==> config.mk <==
export PLATFORM = sky130hd
export DESIGN_NAME = aes_inv_mix_column
export DESIGN_NICKNAME = d
export VERILOG_FILES = /design/src/logic/aes_ctrl_pkg.sv /design/src/logic/aes_gf_pkg.sv /design/src/logic/aes_inv_mix_column.sv
export SDC_FILE = /design/constraint.sdc
export NUM_CORES = 1
export LEC_CHECK = 0
export ABC_AREA = 1
export BUFFER_PORTS_ARGS = -buffer_cell sky130_fd_sc_hd__buf_4
export CORE_ASPECT_RATIO = 1.25
export CORE_MARGIN = 1
export CORE_UTILIZATION = 37
export DETAILED_ROUTE_END_ITERATION = 10
export GPL_TIMING_DRIVEN = 0
export PLACE_DENSITY = 0.59
export RECOVER_POWER = 100
export SLEW_MARGIN = 5
export SYNTH_ARGS = -nofsm -noshare
export SYNTH_HDL_FRONTEND = slang
export SYNTH_SLANG_ARGS = --single-unit
==> constraint.sdc <==
create_clock -name vclk -period 1.8
set_clock_uncertainty 0.1 [all_clocks]
set_input_delay 0.18 -clock vclk [all_inputs]
set_output_delay 0.18 -clock vclk [all_outputs]
set_load 0.005 [all_outputs]
==> src/logic/aes_ctrl_pkg.sv <==
// ==========================================================
// AES-128 decryption control definitions.
// Data widths, round count and the controller state encoding.
// ==========================================================

package aes_ctrl_pkg;

	localparam int BLOCK_W = 128;
	localparam int WORD_W = 32;

	// Round key index, 0 to 10.
	typedef logic [3:0] round_idx_t;

	localparam round_idx_t NUM_ROUNDS = 4'd10;

	typedef enum logic [3:0]
	{
		WAIT,
		KEY_EXPANSION,
		INITIAL_ROUND,
		LOOP_INVSHIFTROW,
		LOOP_INVSUB,
		LOOP_ADDRK,
		LOOP_INVMIXCOL1,
		LOOP_INVMIXCOL2,
		LOOP_INVMIXCOL3,
		LOOP_INVMIXCOL4,
		INVSHIFTROW,
		INVSUB,
		ADDRK,
		DONE
	} aes_state_e;

endpackage

==> src/logic/aes_gf_pkg.sv <==
// ==========================================================
// AES field arithmetic and substitution tables.
// Forward and inverse S-boxes, round constants and GF(2^8)
// multiplies for the inverse mix columns step.
// ==========================================================

package aes_gf_pkg;

	// Forward S-box, entry 0 in the leftmost byte.
	localparam logic [0:255][7:0] SBOX =
	{
		128'h637c777bf26b6fc53001672bfed7ab76,
		128'hca82c97dfa5947f0add4a2af9ca472c0,
		128'hb7fd9326363ff7cc34a5e5f171d83115,
		128'h04c723c31896059a071280e2eb27b275,
		128'h09832c1a1b6e5aa0523bd6b329e32f84,
		128'h53d100ed20fcb15b6acbbe394a4c58cf,
		128'hd0efaafb434d338545f9027f503c9fa8,
		128'h51a3408f929d38f5bcb6da2110fff3d2,
		128'hcd0c13ec5f974417c4a77e3d645d1973,
		128'h60814fdc222a908846eeb814de5e0bdb,
		128'he0323a0a4906245cc2d3ac629195e479,
		128'he7c8376d8dd54ea96c56f4ea657aae08,
		128'hba78252e1ca6b4c6e8dd741f4bbd8b8a,
		128'h703eb5664803f60e613557b986c11d9e,
		128'he1f8981169d98e949b1e87e9ce5528df,
		128'h8ca1890dbfe6426841992d0fb054bb16
	};

	// Inverse S-box.
	localparam logic [0:255][7:0] INV_SBOX =
	{
		128'h52096ad53036a538bf40a39e81f3d7fb,
		128'h7ce339829b2fff87348e4344c4dee9cb,
		128'h547b9432a6c2233dee4c950b42fac34e,
		128'h082ea16628d924b2765ba2496d8bd125,
		128'h72f8f66486689816d4a45ccc5d65b692,
		128'h6c704850fdedb9da5e154657a78d9d84,
		128'h90d8ab008cbcd30af7e45805b8b34506,
		128'hd02c1e8fca3f0f02c1afbd0301138a6b,
		128'h3a9111414f67dcea97f2cfcef0b4e673,
		128'h96ac7422e7ad3585e2f937e81c75df6e,
		128'h47f11a711d29c5896fb7620eaa18be1b,
		128'hfc563e4bc6d279209adbc0fe78cd5af4,
		128'h1fdda8338807c731b11210592780ec5f,
		128'h60517fa919b54a0d2de57a9f93c99cef,
		128'ha0e03b4dae2af5b0c8ebbb3c83539961,
		128'h172b047eba77d626e169146355210c7d
	};

	// Round constants, indexed by the round key number 1 to 10.
	localparam logic [1:10][7:0] RCON = 80'h01020408102040801b36;

	// Multiply by x modulo x^8 + x^4 + x^3 + x + 1.
	function automatic logic [7:0] xtime(input logic [7:0] b);
		return {b[6:0], 1'b0} ^ (b[7] ? 8'h1b : 8'h00);
	endfunction

	// Multiply by a 4-bit constant, built from repeated xtime.
	function automatic logic [7:0] gf_mul(input logic [7:0] b, input logic [3:0] c);
		logic [7:0] x2;
		logic [7:0] x4;
		logic [7:0] x8;
		x2 = xtime(b);
		x4 = xtime(x2);
		x8 = xtime(x4);
		return ({8{c[0]}} & b) ^ ({8{c[1]}} & x2) ^ ({8{c[2]}} & x4) ^ ({8{c[3]}} & x8);
	endfunction

endpackage

==> src/logic/aes_inv_mix_column.sv <==
// ==========================================================
// AES inverse mix columns for a single 32-bit column.
// ==========================================================

`timescale 1ns/100ps

module aes_inv_mix_column (
	input  logic [aes_ctrl_pkg::WORD_W-1:0] mix_in,
	output logic [aes_ctrl_pkg::WORD_W-1:0] mix_out
);

	logic [7:0] a [0:3];
	logic [7:0] b [0:3];

	// Row 0 sits in the top byte.
	always_comb
	begin
		for (int r = 0; r < 4; r++)
		begin
			a[r] = mix_in[31 - 8*r -: 8];
		end
	end

	// Each output row uses the circulant 0e 0b 0d 09 rotated by its row.
	always_comb
	begin
		for (int r = 0; r < 4; r++)
		begin
			b[r] = aes_gf_pkg::gf_mul(a[r], 4'd14)
				^ aes_gf_pkg::gf_mul(a[(r + 1) % 4], 4'd11)
				^ aes_gf_pkg::gf_mul(a[(r + 2) % 4], 4'd13)
				^ aes_gf_pkg::gf_mul(a[(r + 3) % 4], 4'd9);
		end
	end

	assign mix_out = {b[0], b[1], b[2], b[3]};

endmodule

==> flow_metrics.env, run 1 <==
export IMPL_fillers=975
export IMPL_synth_warning_count=0
export IMPL_ios=64
export IMPL_io_buffers=45
export IMPL_rsz0062_at_grt="true"
export IMPL_finalWirelength_um=13200
export IMPL_syn_nets=721
export IMPL_wl_per_cell_um=14.6
export IMPL_via_per_inst=4.74
export IMPL_worstMarginPinSlew_ns=0.407
export IMPL_post_route_period_util_pct=100
export IMPL_drtPass1Iterations=5
export IMPL_hold_buffers=0
export IMPL_syn_inst=689
export IMPL_nets=809
export IMPL_design_area_mm2=0.00572
export IMPL_start_util_pct=38.4
export IMPL_dp_hpwl_um=10300
export IMPL_vdd_drop_max_uv=275
export IMPL_die_w_um=93.9
export IMPL_whs_ns=0.771
export IMPL_outcome="complete, but fails checks"
export IMPL_end_kind="output port"
export IMPL_die_h_um=117
export IMPL_fin_ws_ns=-0.00589
export IMPL_p_leak_nw=3.04
export IMPL_min_period_ns=1.81
export IMPL_syn_area_mm2=0.00390
export IMPL_min_path_cells=6
export IMPL_critical_path_required_ns=1.52
export IMPL_syn2layout_area_growth_pct=46.4
export IMPL_track_usage_pct=22.4
export IMPL_hold_violations=0
export IMPL_avgSynthCellArea_um2=5.67
export IMPL_worstPathMaxFanout=5
export IMPL_drive_above_1_share_pct=39.0
export IMPL_crit_path_start_kind="input pin"
export IMPL_synth_seq_area_share_pct=0
export IMPL_core_area_mm2=0.0102
export IMPL_antenna_found_initial=0
export IMPL_fmax_mhz=554
export IMPL_slew_violations=0
export IMPL_crit_start="mix_in[1]"
export IMPL_antenna_cells=0
export IMPL_hold_start="mix_in[5]"
export IMPL_max_cap_violations=0
export IMPL_slew_headroom_pct=72.7
export IMPL_dr_first_iter_drc_count=179
export IMPL_place_gp_congestion=0.916
export IMPL_critical_path_class="in -> out"
export IMPL_die_area_mm2=0.0110
export IMPL_clock_buffers=0
export IMPL_overflow=0
export IMPL_tns_ns=-0.00589
export IMPL_seq_cell_count=0
export IMPL_violations="setup timing"
export IMPL_ant_nets=0
export IMPL_final_cell_mix="nand2_1 (226), xor2_1 (80), buf_4 (79)"
export IMPL_drc=0
export IMPL_num_vias=4289
export IMPL_dp_cells=863
export IMPL_setup_viol=1
export IMPL_grt_first_pass_wirelength_um=19000
export IMPL_hp_class="in -> out"
export IMPL_final_cells=904
export IMPL_grt_max_degree=11
export IMPL_ys_types=23
export IMPL_p_per_area_mw_per_mm2=540
export IMPL_grt_pass1_vias=3817
export IMPL_placed_cell_area_mm2=0.00440
export IMPL_min_to="mix_out[25]"
export IMPL_regArea_um2=0
export IMPL_row_count=41
export IMPL_final_common_cell="nand2_1"
export IMPL_cp_arrival_ns=1.53
[cells in the mapped netlist, drive strengths merged]
cell | number | area [um^2]
nand2 | 337 | 1380
xor2 | 111 | 1060
inv | 88 | 345
xnor2 | 59 | 584
nand3 | 53 | 265
buf | 20 | 173
nor2 | 10 | 37.5
o21ai | 4 | 20.0
or2 | 3 | 18.8
a21o | 1 | 7.51
clkbuf | 1 | 5.00
nand3b | 1 | 7.51
nand4 | 1 | 6.26
[worst max-delay path, cell delays in order]
cell      delay (ns)
buf_4           0.13
xnor2_1         0.36
xor2_1          0.24
xor2_1          0.23
xnor2_1         0.19
clkbuf_4        0.19
[power breakdown]
| part | internal [mW] | switching [mW] |
|---|---|---|
| Combinational | 1.44 | 1.64 |
| Sequential | 0 | 0 |
| Clock | 0 | 0 |
| Total | 1.44 | 1.64 |
[worst max path at each step]
stage,to,slack (ns),cells past startpoint
3_5_place_dp,mix_out[1],-0.16,12
5_1_grt,mix_out[28],-0.08,14
4_1_cts,mix_out[1],-0.01,12
2_1_floorplan,mix_out[11],0.30,8
3_3_place_gp,mix_out[12],-0.14,16
6_report,mix_out[2],-0.006,6
[routing by layer]
metal | track usage (%) | up-vias | part of all wire (%)
met2 | 42.2 | 134 | 52
met5 | 0 | - | 0
met1 | 27.7 | 1956 | 41
met4 | 5.13 | 0 | 2.6
li1 | - | 2178 | -
met3 | 1.29 | 21 | 4.2
[cells by family after synthesis]
group                  after synthesis  share of synthesized area, %
AO/OA/AOI/OAI                        5                         0.705
AND/OR/NAND/NOR                    405                          43.8
XOR/XNOR                           170                          42.1
buffers and inverters              109                          13.4
[through the flow]
step | setup slack (ns) | power [mW] | util [%]
6_report | -0.00589 | 3.09 | 56.3
5_1_grt | -0.0821 | 3.37 | 56.3
4_1_cts | -0.0101 | 2.68 | 46.0
3_5_place_dp | -0.159 | 2.57 | 43.3
3_3_place_gp | -0.143 | 2.55 | 43.3
2_1_floorplan | 0.300 | 1.67 | -
[cell type report]
type | instances | area (um^2) | area share [%]
Multi-Input combinational cell | 580 | 4150 | 72.6
Timing Repair Buffer | 86 | 739 | 12.9
Inverter | 88 | 405 | 7.09
Buffer | 21 | 259 | 4.53
Tap cell | 129 | 161 | 2.82
[timing repair]
item	4_1_cts	5_1_grt
pin swaps	16	67
resized for setup	37	197
endpoints found under the setup margin	20	26
setup buffers	12	29
(Power assumes the default switching activity.)
==> run 2: changes to the inputs <==
GPL_TIMING_DRIVEN = not set   (was 0)
SETUP_SLACK_MARGIN = 0.15   (was not set)
==> flow_metrics.env, run 2 (same netlist as run 1, synthesis figures left out) <==
export IMPL_critPathBufInv=4
export IMPL_start_util_pct=38.4
export IMPL_crit_path_start_kind="input pin"
export IMPL_grt_pass1_vias=4531
export IMPL_die_h_um=117
export IMPL_critical_path_class="in -> out"
export IMPL_grt_max_degree=10
export IMPL_vdd_drop_max_uv=333
export IMPL_cpPeakStageDelay_ns=0.25
export IMPL_hp_class="in -> out"
export IMPL_post_route_period_util_pct=110
export IMPL_row_count=41
export IMPL_regArea_um2=0
export IMPL_end_kind="output port"
export IMPL_finalWirelength_um=19900
export IMPL_min_to="mix_out[25]"
export IMPL_final_cells=1005
export IMPL_antenna_cells=0
export IMPL_critical_path_required_ns=1.52
export IMPL_outcome="complete, but fails checks"
export IMPL_cp_arrival_ns=1.70
export IMPL_dp_hpwl_um=11200
export IMPL_wl_per_cell_um=19.8
export IMPL_via_per_inst=5.38
export IMPL_max_cap_violations=0
export IMPL_ant_nets=0
export IMPL_crit_family="simple AND/OR/NAND/NOR gates"
export IMPL_violations="setup timing"
export IMPL_slew_violations=0
export IMPL_cpMostUsedCell="nand2_1"
export IMPL_drtPass1Iterations=8
export IMPL_worstPathMaxFanout=5
export IMPL_die_area_mm2=0.0110
export IMPL_ios=64
export IMPL_seq_cell_count=0
export IMPL_dr_first_iter_drc_count=308
export IMPL_p_per_area_mw_per_mm2=515
export IMPL_min_path_cells=6
export IMPL_dp_cells=938
export IMPL_worstMarginPinSlew_ns=0.378
export IMPL_crit_chain="buf_6, inv_2, nand2_2, nand2_4, xnor2_4, inv_2, nand2_1, nand2_1, nand2_1, nand2_1, nand3_1, nand2_1, buf_4"
export IMPL_place_gp_congestion=0.913
export IMPL_fin_util_pct=79.5
export IMPL_antenna_found_initial=0
export IMPL_fmax_mhz=505
export IMPL_overflow=0
export IMPL_rsz0062_at_grt="true"
export IMPL_hold_violations=0
export IMPL_finalPower_mw=4.16
export IMPL_core_area_mm2=0.0102
export IMPL_drc=0
export IMPL_p_leak_nw=4.03
export IMPL_setup_viol=12
export IMPL_clock_buffers=0
export IMPL_drive_above_1_share_pct=61.0
export IMPL_die_w_um=93.9
export IMPL_hold_start="mix_in[5]"
export IMPL_grt_first_pass_wirelength_um=22700
export IMPL_min_period_ns=1.98
export IMPL_whs_ns=0.759
export IMPL_final_common_cell="nand2_1"
export IMPL_final_cell_mix="nand2_1 (154), buf_4 (120), nand2_2 (101)"
export IMPL_track_usage_pct=26.8
export IMPL_slew_headroom_pct=74.7
export IMPL_nets=910
export IMPL_syn2layout_area_growth_pct=107
export IMPL_cp_slowest_cell="xnor2_4"
export IMPL_io_buffers=64
export IMPL_num_vias=5409
export IMPL_fin_ws_ns=-0.181
## run 2: stage by stage
stage                     TNS, ns  worst slack (ns)  area (um^2)
after floorplan                 0             0.300         3900
after global placement     -0.439           -0.0797         4960
after detailed placement   -0.601            -0.135         4960
after CTS                       0            0.0679         6320
after global routing        -1.65            -0.217         8070
final                      -0.780            -0.181         8070
## run 2: power by group
group | internal, mW | switching [mW] | total, mW
Combinational | 1.95 | 2.21 | 4.16
Clock | 0 | 0 | 0
Sequential | 0 | 0 | 0
Total | 1.95 | 2.21 | 4.16
## run 2: cell type report
cell class	instances	area, um^2
well taps	129	161
inverters	88	500
multi-input cells	580	5310
repair buffers	208	2100
fillers	554	2090
## run 2: worst max path at each step
| stage | from | endpoint | slack [ns] | cells after the start |
|---|---|---|---|---|
| detailed placement | mix_in[22] | mix_out[18] | -0.13 | 9 |
| CTS | mix_in[24] | mix_out[25] | 0.07 | 11 |
| global route | mix_in[23] | mix_out[25] | -0.22 | 10 |
| finish | mix_in[8] | mix_out[27] | -0.18 | 13 |
| global placement | mix_in[22] | mix_out[18] | -0.08 | 9 |
| floorplan | mix_in[24] | mix_out[11] | 0.30 | 8 |
## run 2: repair_timing
item	in CTS	in global routing
pin swaps	109	158
gates cloned	0	1
hold buffers	0	0
resized for setup	276	310
hold endpoints to repair	0	0
setup endpoints to repair	32	32
setup buffers	28	38
## run 2: per-layer routing
metal / vias up / GRT usage, % / share of wire, %
met2: 334 / 49.9 / 51
met3: 129 / 1.36 / 6.9
met4: 0 / 9.85 / 8.4
li1: 2385 / - / -
met1: 2561 / 32.3 / 34
met5: - / 0 / 0
